===== src/logic/octree_store_config.svh =====
`ifndef OCTREE_STORE_CONFIG_SVH
`define OCTREE_STORE_CONFIG_SVH

// Words per anchor feature
`define OS_FEATURE_LENGTH 10
`define OS_TREE_LEVEL     4

// Level field plus one octant offset per tree level
`define OS_ENCODE_W       (2 + 3 * `OS_TREE_LEVEL)

`define OS_ADDR_W         10
`define OS_DATA_W         64

////////////////////
// Region bases
`define OS_FEATURE_BASE   400  // Slot area, local bank
`define OS_INPUT_BASE     0    // In/out bank
`define OS_OUTPUT_BASE    10   // In/out bank

`endif


===== src/logic/octree_store_pkg.sv =====
package octree_store_pkg;

  `include "octree_store_config.svh"

  typedef logic [`OS_DATA_W-1:0]   word_t;
  typedef logic [`OS_ADDR_W-1:0]   sram_addr_t;
  typedef logic [`OS_ENCODE_W-1:0] pos_encode_t;

  // Last-level octant offset
  typedef logic [2:0] slot_t;

  typedef logic [$clog2(`OS_FEATURE_LENGTH)-1:0] item_cnt_t;

  ////////////////////
  // Command and status codes
  typedef enum logic [1:0] {
    OP_IDLE   = 2'd0,
    OP_SEARCH = 2'd1,
    OP_ADD    = 2'd2,
    OP_DEL    = 2'd3
  } op_code_t;

  typedef enum logic [1:0] {
    DONE_NONE   = 2'd0,
    DONE_SEARCH = 2'd1,
    DONE_ADD    = 2'd2,
    DONE_DEL    = 2'd3
  } done_code_t;

endpackage


===== src/logic/feature_writeback.sv =====
module feature_writeback
  import octree_store_pkg::*;
(
  input  logic       clk,
  input  logic       rst_n,
  input  logic       item_valid_i,
  input  sram_addr_t item_addr_i,
  input  logic       item_to_loc_i,
  input  logic       item_zero_i,
  input  logic       item_last_i,
  input  word_t      io_rdata_i,
  input  word_t      loc_rdata_i,
  output logic       wr_io_o,
  output logic       wr_loc_o,
  output sram_addr_t wr_addr_o,
  output word_t      wr_data_o,
  output logic       last_write_o
);

  logic       valid_q;
  logic       last_q;
  sram_addr_t addr_q;
  logic       to_loc_q;
  logic       zero_q;

  ////////////////////
  // Tag delay, matches the read latency
  always_ff @(posedge clk or negedge rst_n) begin
    if (!rst_n) begin
      valid_q <= 1'b0;
      last_q  <= 1'b0;
    end else begin
      valid_q <= item_valid_i;
      last_q  <= item_valid_i && item_last_i;
    end
  end

  always_ff @(posedge clk) begin
    addr_q   <= item_addr_i;
    to_loc_q <= item_to_loc_i;
    zero_q   <= item_zero_i;
  end

  // Data comes from the bank opposite the destination
  always_comb begin
    if (zero_q) begin
      wr_data_o = '0;
    end else if (to_loc_q) begin
      wr_data_o = io_rdata_i;
    end else begin
      wr_data_o = loc_rdata_i;
    end
  end

  assign wr_io_o      = valid_q && !to_loc_q;
  assign wr_loc_o     = valid_q && to_loc_q;
  assign wr_addr_o    = addr_q;
  assign last_write_o = valid_q && last_q;

endmodule


===== config.mk =====
export PLATFORM = sky130hd
export DESIGN_NAME = feature_writeback
export DESIGN_NICKNAME = d
export VERILOG_FILES = /design/src/logic/octree_store_pkg.sv /design/src/logic/feature_writeback.sv
export VERILOG_INCLUDE_DIRS = /design/src /design/src/logic
export SDC_FILE = /design/constraint.sdc
export NUM_CORES = 1
export LEC_CHECK = 0
export ABC_AREA = 1
export BUFFER_PORTS_ARGS = -buffer_cell sky130_fd_sc_hd__buf_2
export CORE_AREA = 2 2 87 89
export CTS_CLUSTER_SIZE = 16
export DETAILED_ROUTE_END_ITERATION = 10
export DIE_AREA = 0 0 89 91
export PLACE_DENSITY = 0.64
export SLEW_MARGIN = 10
export SYNTH_ARGS = -nofsm -noshare
export SYNTH_HDL_FRONTEND = slang
export SYNTH_SLANG_ARGS = --single-unit

===== constraint.sdc =====
create_clock -name clk -period 0.9 [get_ports clk]
set_input_delay 0.135 -clock clk [delete_from_list [all_inputs] [get_ports clk]]
set_output_delay 0.135 -clock clk [all_outputs]
set_load 0.01 [all_outputs]

# Yosys cells after proc, flatten, opt, wreduce, memory -nomap -nowiden
# Index checks and enable logic that the tools add are counted.
# totals
input_bits	144
reg_bits	14
wordCells	12
out_inout_bits	77
# op_classes
muxes	2
reduce_logical	5
# ops
cell	n
$mux W64	2
$logic_and A1 B1 Y1	4
$logic_not A1 Y1	1

# Depth between registers and ports, before layout
# depth
word_depth	2
depth_mapped	5
depth_no_buf	4

# Least setup slack after synthesis
# OpenSTA, ideal clock, no wires.
# synth_path
path_type	flip-flop to output port
startpoint	register zero_q
endpoint	output wr_data_o[12]
slack_ns	-0.143
path_stages_with_launch	5
required_ns	0.765
arrival_time_ns	0.908
n_path_buf	1
path_cell_list	dfxtp_1 -> inv_2 -> clkbuf_1 -> nand2_1 -> nor2_1
# synth_via
elab_chain_len	1
# synth_rtl
element	line_no	rtl
start, declared	feature_writeback.sv:24	logic zero_q;
start signal, assigned	feature_writeback.sv:41	zero_q <= item_zero_i;
$mux W64	feature_writeback.sv:46	if (zero_q) begin
end, declared	feature_writeback.sv:16	output word_t wr_data_o,
# No other way between the ends.

# Final worst setup path
# layout_path
startpoint	register to_loc_q
endpoint	output wr_data_o[57]
# layout_via
elab_chain_len	2
# layout_rtl
element	line_no	rtl
start, declared	feature_writeback.sv:23	logic to_loc_q;
start signal, assigned	feature_writeback.sv:40	to_loc_q <= item_to_loc_i;
$mux W64	feature_writeback.sv:48	end else if (to_loc_q) begin
$mux W64	feature_writeback.sv:46	
# No other way between the ends.

==> summary.md <==
| Metric | Value |
|---|---|
| Die H | `91 um` |
| Max-cap check violation count | `0` |
| Min Hold Slack | `around 0.012 ns` |
| I/O pins | `221` |
| Metal3 WL | `around 550 um` |
| Vias in the first global route | `2465` |
| # rows | `31` |
| Dpl cell area | `3002 sq um` |
| Area leader, netlist | `nand2_1` |
| RSZ-0062 raised after global routing | `true` |
| Area added between synthesis and finish | `96.83%` |
| Dpl cells | `668` |
| Pleak | `2.165 nW` |
| Setup TNS Final | `-26.45 ns` |
| Final Max Tran Viols | `0` |
| Via-per-instance ratio | `3.923` |
| Met2 WL post-DR | `around 3400 um` |
| Total power | `2.551 mW` |
| Remaining antenna violation count | `0` |
| Failing checks | `setup timing` |
| Vias | `2687` |
| Area share of the largest cell type after synthesis | `30.37%` |
| Die W | `slightly below 90 um` |
| Gr usage total | `between 10 and 15%` |
| Crit-path max FO | `49` |
| Initial Util | `22.69%` |
| Core Box Area | `roughly 7000 sq um` |
| PwrDens | `800.5 nW/um^2` |
| Clock tree buffer depth | `2` |
| Final setup fails | `67` |
| DR WL/cell | `9.174 um` |
| Layout cells sized above 1 | `~50%` |
| 1st-iter DRT viols | `a little under 70` |
| PostCTS Resize Cnt | `0` |
| Worst setup EP type | `output pin` |
| Synth cell types | `8` |
| Seq/Total Area, Yosys | `17.93%` |
| WHS Endpoint | `valid_q` |
| Overflow after GRT | `0` |
| Ys Warns | `0` |
| Number of diodes | `0` |
| Post-route DRC | `0` |
| Flops & latches, synth | `14` |
| Worst-Margin Slew | `0.2004 ns` |
| Final WS setup | `-0.4340 ns` |
| Post-synthesis cell count | `about 360` |
| DR pass1 iterations | `4` |
| Metal-1 WL | `between 2000 and 2500 um` |
| Final wirelength | `about 6300 um` |
| Fmax | `~0.75 GHz` |
| CP Launch Type | `flip-flop` |
| Number of H-tree levels | `1` |
| DIE AREA | `8099 sq um` |
| HPWL Detailed | `5068 um` |
| Largest net degree at the start of global routing | `52` |
| Post-layout min period | `1.334 ns` |
| Post-route insts no fill | `685` |
| Global-route wire length before repair | `9653 um` |
| Tcrit/Tclk final | `148.2%` |
| Hold Vio Cnt, Final | `0` |
| Rel. slew slack | `86.64%` |
| Synthesized cell area | `1619 sq um` |
| Root Driver | `clkbuf_8` |
| Design area | `3187 sq um` |
| Crit. Startpoint | `to_loc_q` |
| CTS Buf Count | `3` |
| Hold path start | `item_valid_i` |
| CP Class | `flip-flop to output pin` |
| Post-CTS Setup Bufs | `0` |
| Synth Area per Inst | `4.460 sq um` |
| Layout Nets | `731` |
| Uppermost routed layer | `met4` |
| Status | `finished, violations left` |
| Peak VDD IR | `1017 uV` |
| Initial antenna violation count | `0` |
| Clock transition at path regs | `0.05 ns` |
| Critical Path RT | `0.76 ns` |
| CTS Sinks | `14` |
| WHS Path Cells | `1` |
| Hold/Removal Path Class | `primary input to flip-flop` |
| Main area contributors after synthesis | `nand2_1 30%, nor2_1 30%, inv_1 16%` |
| Arr. time, crit path | `around 1.2 ns` |
| GP Congestion | `0.7903` |
| TritonCTS clock tree | `yes` |
| IO Port Bufs | `220` |
| Synth Net Count | `507` |
## placed cells by master (no fill, tap or decap), drive strengths merged
cell type and count:
inv 69, nand2 131, dfxtp 12, buf 226, nor2 129, clkbuf 4
dlygate4sd3 13, dfrtp 2
## metrics by stage
step | util [%] | worst slack [ns]
3_3_place_gp | 42.06 | -0.1596
4_1_cts | 44.65 | -0.4429
2_1_floorplan | - | -0.05682
6_report | 44.65 | -0.4340
3_5_place_dp | 42.06 | -0.1777
5_1_grt | 44.65 | -0.5118
## area by class of cell
| type | count | area, sq um |
|---|---|---|
| fillers | 784 | 3950 |
| well taps | 99 | 123.9 |
| clock buffers | 4 | 55.05 |
| repair buffers | 239 | 1326 |
| flip-flops and latches | 14 | 294.0 |
| multi-input cells | 260 | 1129 |
| inverters | 69 | 259.0 |
## registers in the layout, summed over array words and instances, names as in the netlist
signal	flops
last_q	1
to_loc_q	1
valid_q	1
wr_addr_o	10
zero_q	1
## metal layers
layer | vias up | track usage [%]
li1 | 1446 | -
met1 | 1110 | 13.53
met2 | 123 | 30.60
met3 | 8 | 1.727
met4 | 0 | 3.483
met5 | - | 0
## kinds of logic after synthesis
kind of cell,after synthesis,synth area share [%]
flops,14,17.93
simple gates,260,60.28
buf+inv,89,21.79
## synth_stat cells
cell	n
nand2_1	131
nor2_1	129
inv_1	68
buf_2	15
dfxtp_1	12
clkbuf_1	5
dfrtp_1	2
inv_2	1
## report_power, final
group	leakage, nW	total (mW)	internal [mW]	switching [mW]
Clock	0.0288	0.588	0.387	0.201
Sequential	0.126	0.668	0.654	0.0144
Combinational	2.01	1.29	0.631	0.664
## critical path, stage by stage, from the launching register on
cell,delay (ns)
dfxtp_4,0.39
buf_12,0.21
nor2_1,0.08
nor2_2,0.12
buf_2,0.14
## how the worst max path moves through the flow
stage	to	slack [ns]
after floorplan	wr_data_o[38]	-0.06
after global placement	wr_data_o[4]	-0.16
after detailed placement	wr_data_o[43]	-0.18
after CTS	wr_data_o[43]	-0.44
after global routing	wr_data_o[4]	-0.51
final	wr_data_o[57]	-0.43
## what timing repair did
item,in CTS,in global routing
endpoints found under the hold margin,14,0
endpoints found under the setup margin,67,67
cloned,0,0
hold buffers,13,0
Note: power is estimated with default switching activity, not from simulation.
