File: src/logic/octree_store_config.svh
`ifndef OCTREE_STORE_CONFIG_SVH
`define OCTREE_STORE_CONFIG_SVH

// Words per anchor feature
`define OS_FEATURE_LENGTH 10
`define OS_TREE_LEVEL     4

// Level field plus one octant offset per tree level
`define OS_ENCODE_W       (2 + 3 * `OS_TREE_LEVEL)

`define OS_ADDR_W         10
`define OS_DATA_W         64

////////////////////
// Region bases
`define OS_FEATURE_BASE   400  // Slot area, local bank
`define OS_INPUT_BASE     0    // In/out bank
`define OS_OUTPUT_BASE    10   // In/out bank

`endif

File: src/logic/octree_store_pkg.sv
package octree_store_pkg;

  `include "octree_store_config.svh"

  typedef logic [`OS_DATA_W-1:0]   word_t;
  typedef logic [`OS_ADDR_W-1:0]   sram_addr_t;
  typedef logic [`OS_ENCODE_W-1:0] pos_encode_t;

  // Last-level octant offset
  typedef logic [2:0] slot_t;

  typedef logic [$clog2(`OS_FEATURE_LENGTH)-1:0] item_cnt_t;

  ////////////////////
  // Command and status codes
  typedef enum logic [1:0] {
    OP_IDLE   = 2'd0,
    OP_SEARCH = 2'd1,
    OP_ADD    = 2'd2,
    OP_DEL    = 2'd3
  } op_code_t;

  typedef enum logic [1:0] {
    DONE_NONE   = 2'd0,
    DONE_SEARCH = 2'd1,
    DONE_ADD    = 2'd2,
    DONE_DEL    = 2'd3
  } done_code_t;

endpackage

File: src/logic/op_decoder.sv
module op_decoder
  import octree_store_pkg::*;
(
  input  logic        clk,
  input  logic        rst_n,
  input  op_code_t    op_i,
  input  pos_encode_t pos_encode_i,
  input  logic        host_en_i,
  input  logic        last_write_i,
  output logic        start_o,
  output op_code_t    op_o,
  output slot_t       slot_o,
  output done_code_t  done_o
);

  op_code_t   prev_op;
  logic       busy;
  logic       launch;
  done_code_t done_code;

  // New command only on an idle-to-active edge of op_i
  assign launch = (op_i != OP_IDLE) && (prev_op == OP_IDLE) && !host_en_i && !busy;

  always_comb begin
    case (op_o)
      OP_SEARCH: done_code = DONE_SEARCH;
      OP_ADD:    done_code = DONE_ADD;
      OP_DEL:    done_code = DONE_DEL;
      default:   done_code = DONE_NONE;
    endcase
  end

  always_ff @(posedge clk or negedge rst_n) begin
    if (!rst_n) begin
      prev_op <= OP_IDLE;
      busy    <= 1'b0;
      start_o <= 1'b0;
      op_o    <= OP_IDLE;
      done_o  <= DONE_NONE;
    end else begin
      prev_op <= op_i;
      start_o <= launch;
      if (launch) begin
        busy <= 1'b1;
        op_o <= op_i;
      end else if (last_write_i) begin
        busy <= 1'b0;
      end
      done_o <= last_write_i ? done_code : DONE_NONE;  // One-cycle pulse
    end
  end

  // Slot held for the whole command
  always_ff @(posedge clk) begin
    if (launch) begin
      slot_o <= slot_t'(pos_encode_i[2:0]);
    end
  end

endmodule

File: config.mk
export PLATFORM = sky130hd
export DESIGN_NAME = op_decoder
export DESIGN_NICKNAME = d
export VERILOG_FILES = /design/src/logic/octree_store_pkg.sv /design/src/logic/op_decoder.sv
export VERILOG_INCLUDE_DIRS = /design/src /design/src/logic
export SDC_FILE = /design/constraint.sdc
export NUM_CORES = 1
export LEC_CHECK = 0
export BUFFER_PORTS_ARGS = -buffer_cell sky130_fd_sc_hd__buf_2
export CORE_AREA = 2 2 39 41
export CTS_CLUSTER_DIAMETER = 150
export DETAILED_ROUTE_END_ITERATION = 8
export DIE_AREA = 0 0 41 43
export GPL_TIMING_DRIVEN = 1
export HOLD_SLACK_MARGIN = 0.08
export PLACE_DENSITY_LB_ADDON = 0.08
export SETUP_SLACK_MARGIN = 0.02
export SYNTH_ARGS = -nofsm -noshare
export SYNTH_HDL_FRONTEND = slang
export SYNTH_SLANG_ARGS = --single-unit
File: constraint.sdc
create_clock -name clk -period 1.4 [get_ports clk]
set_input_delay 0.07 -clock clk [delete_from_list [all_inputs] [get_ports clk]]
set_output_delay 0.07 -clock clk [all_outputs]
set_load 0.02 [all_outputs]
=== Word level (Yosys, flattened, before mapping) ===
Index checks and enable logic that the tools add are counted.

* Equal/unequal tests: 3
* Multiplexer cells: 4
* Reductions and logical operators: 8

{| class="wikitable"
|+ Operator list
! kind !! count
|-
| one-hot mux 2 bit (3 select lines) || 1
|-
| == test 2 bit (second input constant) || 2
|-
| nonzero test 2 bit || 2
|-
| logical AND 1 bit || 3
|-
| == test 2 x 1 -> 1 bit (second input constant) || 1
|-
| logical NOT 1 bit || 2
|-
| logical NOT 2 bit || 1
|-
| 2-to-1 mux 1 bit || 2
|-
| 2-to-1 mux 2 bit || 1
|}

* Register bits after elaboration: 11
* Input port bits: 20
* Output and inout bits: 8
* Word-level logic and storage cells: 21

=== Longest topological paths before layout ===
* Depth after elaboration: 5
* Depth in mapped cells: 3
* Mapped depth without buffers: 3

=== Worst setup path before layout ===
OpenSTA, ideal clock, no wires.

* Path type: reg2reg
* From: reg prev_op[1]
* To: reg op_o[0]
* Library setup time: 125 ps
* Arrival: 1130 ps
* Required time: 1275 ps
* Path slack: 145 ps
* Stages on the path, launching flop included: 4
* Buffers on the path: 0
* Clock period less this slack: 1255 ps
* Path through: dfrtp_1 > nor4_2 > o21a_4 > mux2_4

* Longest elaborated chain between the ends: 4

{| class="wikitable"
|+ Ends and longest elaborated chain
! what !! RTL line !! text
|-
| start: declaration || op_decoder.sv:16 || <nowiki>op_code_t prev_op;</nowiki>
|-
| start signal: assignment || op_decoder.sv:41 || <nowiki>prev_op <= op_i;</nowiki>
|-
| logical NOT 2 bit || op_decoder.sv:22 || <nowiki>assign launch = (op_i != OP_IDLE) && (prev_op == OP_IDLE) && !host_en_i && !busy;</nowiki>
|-
| logical AND 1 bit (3 in series) || op_decoder.sv:22 ||
|-
| via launch || op_decoder.sv:18 || <nowiki>logic launch;</nowiki>
|-
| end signal: assignment || op_decoder.sv:45 || <nowiki>op_o <= op_i;</nowiki>
|-
| end: declaration || op_decoder.sv:11 || <nowiki>output op_code_t op_o,</nowiki>
|}

The timed path passes the listed nets, and every way through them passes these cells.
A chain may end at the register's enable or synchronous reset.

=== Worst setup path after layout ===
Same ends and word-level chain as after synthesis.

==> results.json <==
{
  "crit_type": "flip-flop to flip-flop",
  "antenna_found_initial": 0,
  "finClkSkew_ps": 5.026,
  "regArea_sq_um": 290.3,
  "drt-total-wl_microns": 635,
  "synth_area_per_cell_sq_um": 19.56,
  "hold_viol": 0,
  "multi_input_area_sq_um": 77.57,
  "port_buffers": 16,
  "max_stage_delay_ps": 370,
  "post-route-cell-area_sq_um": 568.0,
  "yosysSeqAreaShare_pct": 78.11,
  "drc_errors": 0,
  "min_period_over_period_pct": 94.47,
  "gr-total-overflow": 0,
  "rows": 14,
  "wl_met2_microns": 295,
  "endpoint": "op_o[0]",
  "gp_congestion": 0.6300,
  "drtIter0Drc": 0,
  "crit_start": "prev_op[1]",
  "syn2layout_area_growth_pct": 52.86,
  "yosysTopAreaCellShare_pct": 53.87,
  "cts_inserted_buffers": 3,
  "gr-usage-all-layers_pct": 8.673,
  "cts_sinks": 11,
  "wl_met1_microns": 289,
  "routed.top_layer": "met3",
  "crit_path_start_kind": "flip-flop",
  "grt_pass1_wl_microns": 966,
  "arrival_ps": 1460,
  "ant_nets": 0,
  "die_h_microns": 43,
  "path_cells": "nor4_2, o21a_4, mux2_4",
  "start_util_pct": 26.85,
  "synth.area.top_cells": "dfrtp_1 (54%), edfxtp_1 (24%), mux2_4 (8.1%)",
  "final_common_cell": "buf_2",
  "finalSetupTns_ps": 0,
  "grt_max_degree": 9,
  "layout_common_cells": "buf_2 (16), dfrtp_1 (8), dlygate4sd3_1 (7), clkbuf_4 (3), edfxtp_1 (3)",
  "setup_viol": 0,
  "grt_pass1_vias": 250,
  "hold_class": "primary input to flip-flop",
  "max_freq_mhz": 756.1,
  "layout.cells.non_filler": 62,
  "drv_slew": 0,
  "synth_area_sq_um": 371.6,
  "fillers": 136,
  "ys_types": 8,
  "dieWidth_microns": 41,
  "h-tree-depth": 1,
  "met3_length_microns": 51,
  "r2r_slack_ps": 80,
  "ios": 28,
  "clock_path_buffers": 2,
  "finalNetCount": 67,
  "ir_drop_uv": 537.2,
  "vias": 240,
  "endpoint_kind": "flip-flop",
  "placed_cells": 51,
  "clk-insertion-delay-late_ps": 260,
  "reg2reg_depth": 3,
  "r2r_start": "prev_op[1]",
  "dieArea_sq_um": 1763,
  "yosysTopAreaCell": "dfrtp_1",
  "yosysWarningCount": 0,
  "clock-root-buffer": "clkbuf_4",
  "p_leak_uw": 0.0002781,
  "firstDrtPassIters": 1,
  "drive_gt1_share_pct": 50.00,
  "core_area_sq_um": 1384,
  "powerDensity_nw_per_um2": 1246,
  "ys_ff_latch": 11,
  "min_period_ps": 1323,
  "synth.net_count": 39,
  "worstPathMaxFanout": 7,
  "post_drt_via_cell_ratio": 3.871,
  "netlist_instances": 19,
  "cts_tree": "built",
  "r2r-end": "op_o[0]",
  "maxCapViolations": 0,
  "required_ps": 1540,
  "status": "finished, final reports clean",
  "n_antenna_cell": 0,
  "wl_per_cell_microns": 10.24,
  "postLayoutCoreUtil_pct": 41.05,
  "slew_headroom_pct": 83.80,
  "crit_slowest_cell": "dfrtp_1",
  "postCtsSetupBuffers": 0,
  "worstMarginPinSlew_ps": 241.0,
  "clkTransAtPathRegs_ps": 70,
  "rsz0062_at_grt": "no",
  "place_area_sq_um": 471.7
}
==> critical path, delay by kind of cell (launching register included) <==
family	cells	cell delay (ps)
multiplexers	1	300
AND/OR/NAND/NOR	1	300
flip-flops	1	370
AO/OA/AOI/OAI	1	230
==> metal layers <==
layer,global-route usage [%],vias up
li1,-,119
met1,10.51,110
met2,11.25,11
met3,3.141,0
met4,8.000,0
met5,0,-
==> power breakdown <==
| group | switching, uW | internal [uW] | leakage, uW |
|---|---|---|---|
| clock | 91.8 | 110 | 0.0000150 |
| sequential | 14.8 | 362 | 0.000127 |
| combinational | 64.0 | 65.6 | 0.000136 |
| total | 171 | 537 | 0.000278 |
==> how the worst min path moves through the flow <==
stage / endpoint / start / cells past startpoint
finish: start_o / host_en_i / 3
global route: start_o / host_en_i / 3
CTS: start_o / host_en_i / 3
detailed placement: start_o / rst_n / 1
global placement: busy / rst_n / 1
floorplan: busy / rst_n / 0
==> through the flow <==
step,total power [uW],worst slack (ps),hold WS (ps)
after floorplan,450.7,144.8,-225.6
after global placement,498.0,88.33,-83.69
after detailed placement,499.6,75.81,-78.76
after CTS,724.7,58.81,130.2
after global routing,750.4,25.93,127.1
final,707.9,77.42,140.9
==> cells in the mapped netlist (all sizes together) <==
master,count
nor4,1
edfxtp,3
inv,1
a21o,1
o21a,1
and2,2
dfrtp,8
mux2,2
==> kinds of logic after synthesis <==
logic type	share of synthesized area, %
buf+inv	1.009
compound gates	6.060
simple gates	6.733
flops	78.11
mux	8.081
==> timing repair <==
| item | 4_1_cts | 5_1_grt |
|---|---|---|
| setup endpoints to repair | 0 | 0 |
| hold endpoints to repair | 15 | 0 |
| resized for setup | 0 | 0 |
| hold buffers | 7 | 0 |
==> sequential cells by signal, summed over array words and instances, names as in the netlist <==
signal and count:
done_o 2, slot_o 3, prev_op 2, start_o 1
op_o 2, busy 1
==> area by class of cell <==
class                      instances  area share [%]
sequential                        11           51.10
timing repair buffer              23           26.43
multi-input combinational          7           13.66
clock buffer                       4           4.626
tap                               16           3.524
inverter                           1          0.6608
(Power assumes the default switching activity.)
