### src/logic/octree_store_config.svh
`ifndef OCTREE_STORE_CONFIG_SVH
`define OCTREE_STORE_CONFIG_SVH

// Words per anchor feature
`define OS_FEATURE_LENGTH 10
`define OS_TREE_LEVEL     4

// Level field plus one octant offset per tree level
`define OS_ENCODE_W       (2 + 3 * `OS_TREE_LEVEL)

`define OS_ADDR_W         10
`define OS_DATA_W         64

////////////////////
// Region bases
`define OS_FEATURE_BASE   400  // Slot area, local bank
`define OS_INPUT_BASE     0    // In/out bank
`define OS_OUTPUT_BASE    10   // In/out bank

`endif

### src/logic/octree_store_pkg.sv
package octree_store_pkg;

  `include "octree_store_config.svh"

  typedef logic [`OS_DATA_W-1:0]   word_t;
  typedef logic [`OS_ADDR_W-1:0]   sram_addr_t;
  typedef logic [`OS_ENCODE_W-1:0] pos_encode_t;

  // Last-level octant offset
  typedef logic [2:0] slot_t;

  typedef logic [$clog2(`OS_FEATURE_LENGTH)-1:0] item_cnt_t;

  ////////////////////
  // Command and status codes
  typedef enum logic [1:0] {
    OP_IDLE   = 2'd0,
    OP_SEARCH = 2'd1,
    OP_ADD    = 2'd2,
    OP_DEL    = 2'd3
  } op_code_t;

  typedef enum logic [1:0] {
    DONE_NONE   = 2'd0,
    DONE_SEARCH = 2'd1,
    DONE_ADD    = 2'd2,
    DONE_DEL    = 2'd3
  } done_code_t;

endpackage

### src/logic/feature_sequencer.sv
module feature_sequencer
  import octree_store_pkg::*;
(
  input  logic       clk,
  input  logic       rst_n,
  input  logic       start_i,
  input  op_code_t   op_i,
  input  slot_t      slot_i,
  output logic       rd_io_o,
  output logic       rd_loc_o,
  output sram_addr_t rd_addr_o,
  output logic       item_valid_o,
  output sram_addr_t item_addr_o,
  output logic       item_to_loc_o,
  output logic       item_zero_o,
  output logic       item_last_o
);

  `include "octree_store_config.svh"

  localparam sram_addr_t FEATURE_BASE = sram_addr_t'(`OS_FEATURE_BASE);
  localparam sram_addr_t INPUT_BASE   = sram_addr_t'(`OS_INPUT_BASE);
  localparam sram_addr_t OUTPUT_BASE  = sram_addr_t'(`OS_OUTPUT_BASE);
  localparam sram_addr_t FEAT_LEN     = sram_addr_t'(`OS_FEATURE_LENGTH);
  localparam item_cnt_t  LAST_ITEM    = item_cnt_t'(`OS_FEATURE_LENGTH - 1);

  logic       active;
  item_cnt_t  cnt;
  logic       is_add;
  logic       is_search;
  logic       is_del;
  sram_addr_t slot_addr;
  sram_addr_t io_addr;

  ////////////////////
  // Item counter
  always_ff @(posedge clk or negedge rst_n) begin
    if (!rst_n) begin
      active <= 1'b0;
      cnt    <= '0;
    end else if (start_i) begin
      active <= 1'b1;
      cnt    <= '0;
    end else if (active) begin
      if (cnt == LAST_ITEM) begin
        active <= 1'b0;
        cnt    <= '0;
      end else begin
        cnt <= cnt + 1'b1;
      end
    end
  end

  assign is_add    = (op_i == OP_ADD);
  assign is_search = (op_i == OP_SEARCH);
  assign is_del    = (op_i == OP_DEL);

  ////////////////////
  // Address forming
  assign slot_addr = FEATURE_BASE + sram_addr_t'(slot_i) * FEAT_LEN + sram_addr_t'(cnt);

  // Input region for add, output region for search
  assign io_addr = (is_search ? OUTPUT_BASE : INPUT_BASE) + sram_addr_t'(cnt);

  // Source read, none for delete
  assign rd_io_o   = active && is_add;
  assign rd_loc_o  = active && is_search;
  assign rd_addr_o = is_add ? io_addr : slot_addr;

  // Tag for the write-back stage
  assign item_valid_o  = active;
  assign item_addr_o   = is_search ? io_addr : slot_addr;
  assign item_to_loc_o = !is_search;
  assign item_zero_o   = is_del;
  assign item_last_o   = active && (cnt == LAST_ITEM);

endmodule

### config.mk
export PLATFORM = sky130hd
export DESIGN_NAME = feature_sequencer
export DESIGN_NICKNAME = d
export VERILOG_FILES = /design/src/logic/octree_store_pkg.sv /design/src/logic/feature_sequencer.sv
export VERILOG_INCLUDE_DIRS = /design/src /design/src/logic
export SDC_FILE = /design/constraint.sdc
export NUM_CORES = 1
export LEC_CHECK = 0
export BUFFER_PORTS_ARGS = -buffer_cell sky130_fd_sc_hd__buf_4
export CAP_MARGIN = 15
export CORE_AREA = 2 2 45 47
export DETAILED_ROUTE_END_ITERATION = 6
export DIE_AREA = 0 0 47 49
export PLACE_DENSITY = 0.76
export SLEW_MARGIN = 20
export SYNTH_ARGS = -nofsm -noshare
export SYNTH_HDL_FRONTEND = slang
export SYNTH_SLANG_ARGS = --single-unit
### constraint.sdc
create_clock -name clk -period 1.8 [get_ports clk]
set_input_delay 0.18 -clock clk [delete_from_list [all_inputs] [get_ports clk]]
set_output_delay 0.18 -clock clk [all_outputs]
set_load 0.01 [all_outputs]
==> Yosys cells after proc, flatten, opt, wreduce, memory -nomap -nowiden <==
Index checks and enable logic that the tools add are counted.
{ "classes": {"eq_ne": 4, "n_mul": 1, "mux": 9, "addsub": 4, "n_reduce_logical": 5} }
{ "ops": {"columns": ["cell", "n"], "rows": [
  ["2-to-1 mux 10 bit", 2],
  ["2-to-1 mux 4 bit", 4],
  ["adder 10 x 4 -> 10 bit", 1],
  ["adder 9 x 7 -> 10 bit (first input constant)", 1],
  ["multiplier 3 x 3 -> 6 bit (second input constant)", 1],
  ["adder 4 x 4 -> 5 bit", 1],
  ["adder 4 x 1 -> 4 bit (second input constant)", 1],
  ["== test 2 bit (second input constant)", 2],
  ["== test 4 bit (second input constant)", 1],
  ["logical AND 1 bit", 3],
  ["2-to-1 mux 1 bit", 3],
  ["== test 2 x 1 -> 1 bit (second input constant)", 1],
  ["nonzero test 2 bit", 1],
  ["zero test 1 bit", 1]
]} }
{ "totals": {"register_bits": 5, "in_bits": 8, "word_cells": 25, "output_inout_bits": 26} }

==> Logic depth before layout (Yosys ltp) <==
{ "logic_depth": {"depth_word": 4, "ltp_mapped": 8, "ltp_nobuf": 7} }

==> Worst setup path before layout <==
OpenSTA, ideal clock, no wires.
{ "synth_path": {"path_type": "register to output", "from": "register cnt[1]", "to": "output rd_addr_o[9]", "required_ns": 1.620, "path_buffers": 0, "t_arrival_ns": 1.668, "setup_slack_ns": -0.048, "stages_incl_launch_ff": 8, "cell_sequence": "dfrtp_1 -> ha_1 -> inv_1 -> fa_1 -> nor2b_1 -> nor3_1 -> or2_2 -> nor2_1"} }
{ "synth_between": {"elab_chain_len": 2} }
{ "synth_lines": {"columns": ["element", "line", "source"], "rows": [
  ["from (decl)", "feature_sequencer.sv:28", "item_cnt_t cnt;"],
  ["from (signal assigned)", "feature_sequencer.sv:49", "cnt <= cnt + 1'b1;"],
  ["adder 10 x 4 -> 10 bit", "feature_sequencer.sv:60", "assign slot_addr = FEATURE_BASE + sram_addr_t'(slot_i) * FEAT_LEN + sram_addr_t'(cnt);"],
  ["2-to-1 mux 10 bit", "feature_sequencer.sv:68", "assign rd_addr_o = is_add ? io_addr : slot_addr;"],
  ["to (decl)", "feature_sequencer.sv:11", "output sram_addr_t rd_addr_o,"]
]} }
Every way passes these cells.

==> Final worst setup path <==
Same ends and word-level chain as after synthesis.

==> results_dict.tcl <==
set metrics [dict create \
    required_ps 1620 \
    avgSynthCellArea_sq_um 7.47 \
    run_status "finished, violations left" \
    rr_endpoint "cnt[0]$_DFFE_PN0P_" \
    finalHoldViolCount 0 \
    grt_overflow 0 \
    synthesis.area_sq_um 717 \
    timing.critical_path.from_type "register" \
    totalNegativeSetupSlack_ps -1840 \
    endpoint_kind_of_the_worst_setup_timing_path "output port" \
    reg2reg_setup_slack_ps 290 \
    ys.flop_type "sky130_fd_sc_hd__dfrtp_1" \
    worst-endpoint-arrival_ps 1840 \
    hold_sp "start_i" \
    worst_clock_skew_ps 0.269 \
    first_global_vias 688 \
    clk_transition_reported_paths_ps 40 \
    timing.max_slew.rel_slack_pct 66.6 \
    timing.setup.critical_path_class "register to output port" \
    clock_path_buffers 2 \
    cts_inserted_buffers 3 \
    holdCritPathClass "primary input to register" \
    p_per_area_nw_per_um2 502 \
    area_growth_syn_to_layout_pct 62.1 \
    setup_viol 14 \
    drive_gt1_share_pct 44.9 \
    min_delay_path_depth 2 \
    global_route_total_usage_across_every_layer_pct 16.9 \
    maxSlewViolCount 0 \
    floorplan.die_area_sq_um 2300 \
    cp_max_fo 3 \
    synthesized_nets 116 \
    die_x_microns 47 \
    wire_length_of_the_first_global_routing_pass_microns 2870 \
    post_drt_via_cell_ratio 4.76 \
    transition_at_the_pin_with_the_smallest_max_transition_slack_ps 500 \
    std_cell_rows 16 \
    failed_checks "setup timing" \
    drt_drc 0 \
    clk_root_buffer_cell "sky130_fd_sc_hd__clkbuf_4" \
    power.leakage_nw 0.587 \
    antenna_cells_inserted 0 \
    grt_setup_unrepaired "yes" \
    final_period_minus_worst_setup_slack_ps 2020 \
    gp_congestion 0.785 \
    maxCapViolCount 0 \
    hold-path-endpoint "cnt[0]$_DFFE_PN0P_" \
    antenna_violating_nets_post_route 0 \
    cts.sink_count 5 \
    worstSkewPairLatency_ps 240 \
    peakVddDrop_mv 0.408 \
    worst_hold_slack_ps 131 \
    tritoncts_clock_tree "yes" \
    synth.ff_latch_count 5 \
    cts_htree_levels 1 \
    detailedRoute.firstPassIterationCount 5 \
    synth_sequential_area_ratio_pct 17.5 \
    pin_count_of_the_biggest_net_entering_global_routing 11 \
    wirelength_microns 1900 \
    timing.final.crit_share_pct 112 \
    synth_cells 96 \
    regToRegStartpoint "cnt[1]$_DFFE_PN0P_" \
    routed-via-count 785 \
    achievable-frequency_mhz 495 \
    io_buffer_count 33 \
    asyncSetResetFlopFracSynth_pct 100 \
    number_of_enable_type_register_cells_in_the_synthesized_netlist 0 \
    boundaryPins 34 \
    floorplan.core_area_sq_um 1840 \
    finalWorstSetupSlack_ps -219 \
    post_drt_wl_per_cell_microns 11.5 \
    layout.cells.non_filler 165 \
    initial_utilization_pct 38.9 \
    nets 159 \
    detailedRoute.firstIterationViolations 9 \
    ys_types 27 \
    place.detailed.instances 160 \
    hpwl_microns 1500 \
    timing.reg2reg.worst_path_depth 7 \
    antenna_found_initial 0 \
    die_h_microns 49 \
    yosys_warnings 0 \
]
## per-stage QoR
step | util [%] | setup WS, ps | power (W) | cell area (sq um)
6_report | 63.1 | -219 | 0.000584 | 1160
3_3_place_gp | 57.4 | -99.6 | 0.000425 | 1060
2_1_floorplan | - | 19.0 | 0.000283 | 734
4_1_cts | 61.9 | -257 | 0.000578 | 1140
3_5_place_dp | 57.4 | -125 | 0.000431 | 1060
5_1_grt | 63.1 | -296 | 0.000627 | 1160
## routing by layer
layer	vias up	part of all wire, %	wire, microns	GRT usage [%]
met2	26	52	997	28.8
met4	0	0.42	8	5.56
met3	2	5.7	108	3.70
met1	353	41	789	20.2
li1	404	-	-	-
met5	-	0	0	0
## state kept, by name, summed over array words and instances (netlist names)
register      flops
item_valid_o      1
cnt               4
## where the power goes
part	switching [W]	internal, W
sequential	0.00000583	0.000119
clock	0.0000458	0.0000838
combinational	0.000159	0.000171
## synth_stat cells, drive strengths merged (2+ instances only)
| cell type | count | share of area [%] |
|---|---|---|
| a21oi | 6 | 4.2 |
| and2 | 5 | 4.5 |
| buf | 2 | 2.1 |
| clkbuf | 3 | 1.6 |
| dfrtp | 5 | 17 |
| ha | 11 | 19 |
| inv | 7 | 3.7 |
| mux2 | 2 | 3.1 |
| mux2i | 2 | 2.8 |
| nand2 | 10 | 5.2 |
| nand2b | 3 | 2.6 |
| nor2 | 15 | 7.9 |
| nor2b | 2 | 1.7 |
| nor3 | 2 | 1.4 |
| o21ai | 7 | 4.9 |
| xnor2 | 2 | 2.4 |
| xor2 | 3 | 3.7 |
## critical path: stages (launching register included)
cell	delay, ps
sky130_fd_sc_hd__dfrtp_1	350
sky130_fd_sc_hd__ha_2	190
sky130_fd_sc_hd__inv_2	40
sky130_fd_sc_hd__fa_2	360
sky130_fd_sc_hd__nor2b_4	150
sky130_fd_sc_hd__nor3_4	60
sky130_fd_sc_hd__or2_4	270
sky130_fd_sc_hd__nor2_4	80
sky130_fd_sc_hd__buf_6	100
## layout by cell type (no fill, tap or decap), types with 2 or more instances in the layout
cell type                   n
sky130_fd_sc_hd__buf_4     40
sky130_fd_sc_hd__nor2_1    13
sky130_fd_sc_hd__nand2_1   10
sky130_fd_sc_hd__ha_1       8
sky130_fd_sc_hd__inv_1      6
sky130_fd_sc_hd__o21ai_1    5
sky130_fd_sc_hd__dfrtp_1    5
sky130_fd_sc_hd__a21oi_1    4
sky130_fd_sc_hd__and2_1     4
sky130_fd_sc_hd__nand2b_1   3
sky130_fd_sc_hd__xor2_1     3
sky130_fd_sc_hd__clkbuf_4   3
sky130_fd_sc_hd__xnor2_1    2
sky130_fd_sc_hd__a21oi_2    2
sky130_fd_sc_hd__mux2i_1    2
sky130_fd_sc_hd__mux2_2     2
sky130_fd_sc_hd__nor2_4     2
sky130_fd_sc_hd__o21ai_0    2
sky130_fd_sc_hd__ha_4       2
sky130_fd_sc_hd__buf_6      2
## cell type report
type | count | area (sq um)
clock buffers | 4 | 26.3
fillers | 166 | 679
inverters | 7 | 26.3
multi-input cells | 79 | 618
flip-flops and latches | 5 | 125
well taps | 27 | 33.8
repair buffers | 43 | 333
## logic make-up after synthesis
family / synth area share, %
xor+xnor: 6.11
mux: 5.93
flops: 17.5
buf+inv: 7.33
compound gates: 13.4
fa+ha+maj: 22.0
simple gates: 27.7
## how the worst max path moves through the flow
| stage | startpoint | endpoint | slack [ps] | depth (start not counted) |
|---|---|---|---|---|
| floorplan | op_i[1] | item_addr_o[3] | 20 | 8 |
| CTS | cnt[1]$_DFFE_PN0P_ | rd_addr_o[9] | -260 | 8 |
| detailed placement | slot_i[0] | rd_addr_o[9] | -130 | 9 |
| global placement | cnt[1]$_DFFE_PN0P_ | rd_addr_o[9] | -100 | 9 |
| global route | cnt[1]$_DFFE_PN0P_ | rd_addr_o[9] | -300 | 8 |
| finish | cnt[1]$_DFFE_PN0P_ | rd_addr_o[9] | -220 | 8 |
## timing repair
item / CTS / global route
hold endpoints to repair: 5 / 0
hold buffers: 1 / 0
resized for setup: 14 / 6
endpoints found under the setup margin: 16 / 16
setup buffers: 2 / 1
pin swaps: 8 / 9
No activity file was read; power rests on OpenSTA's default activity.
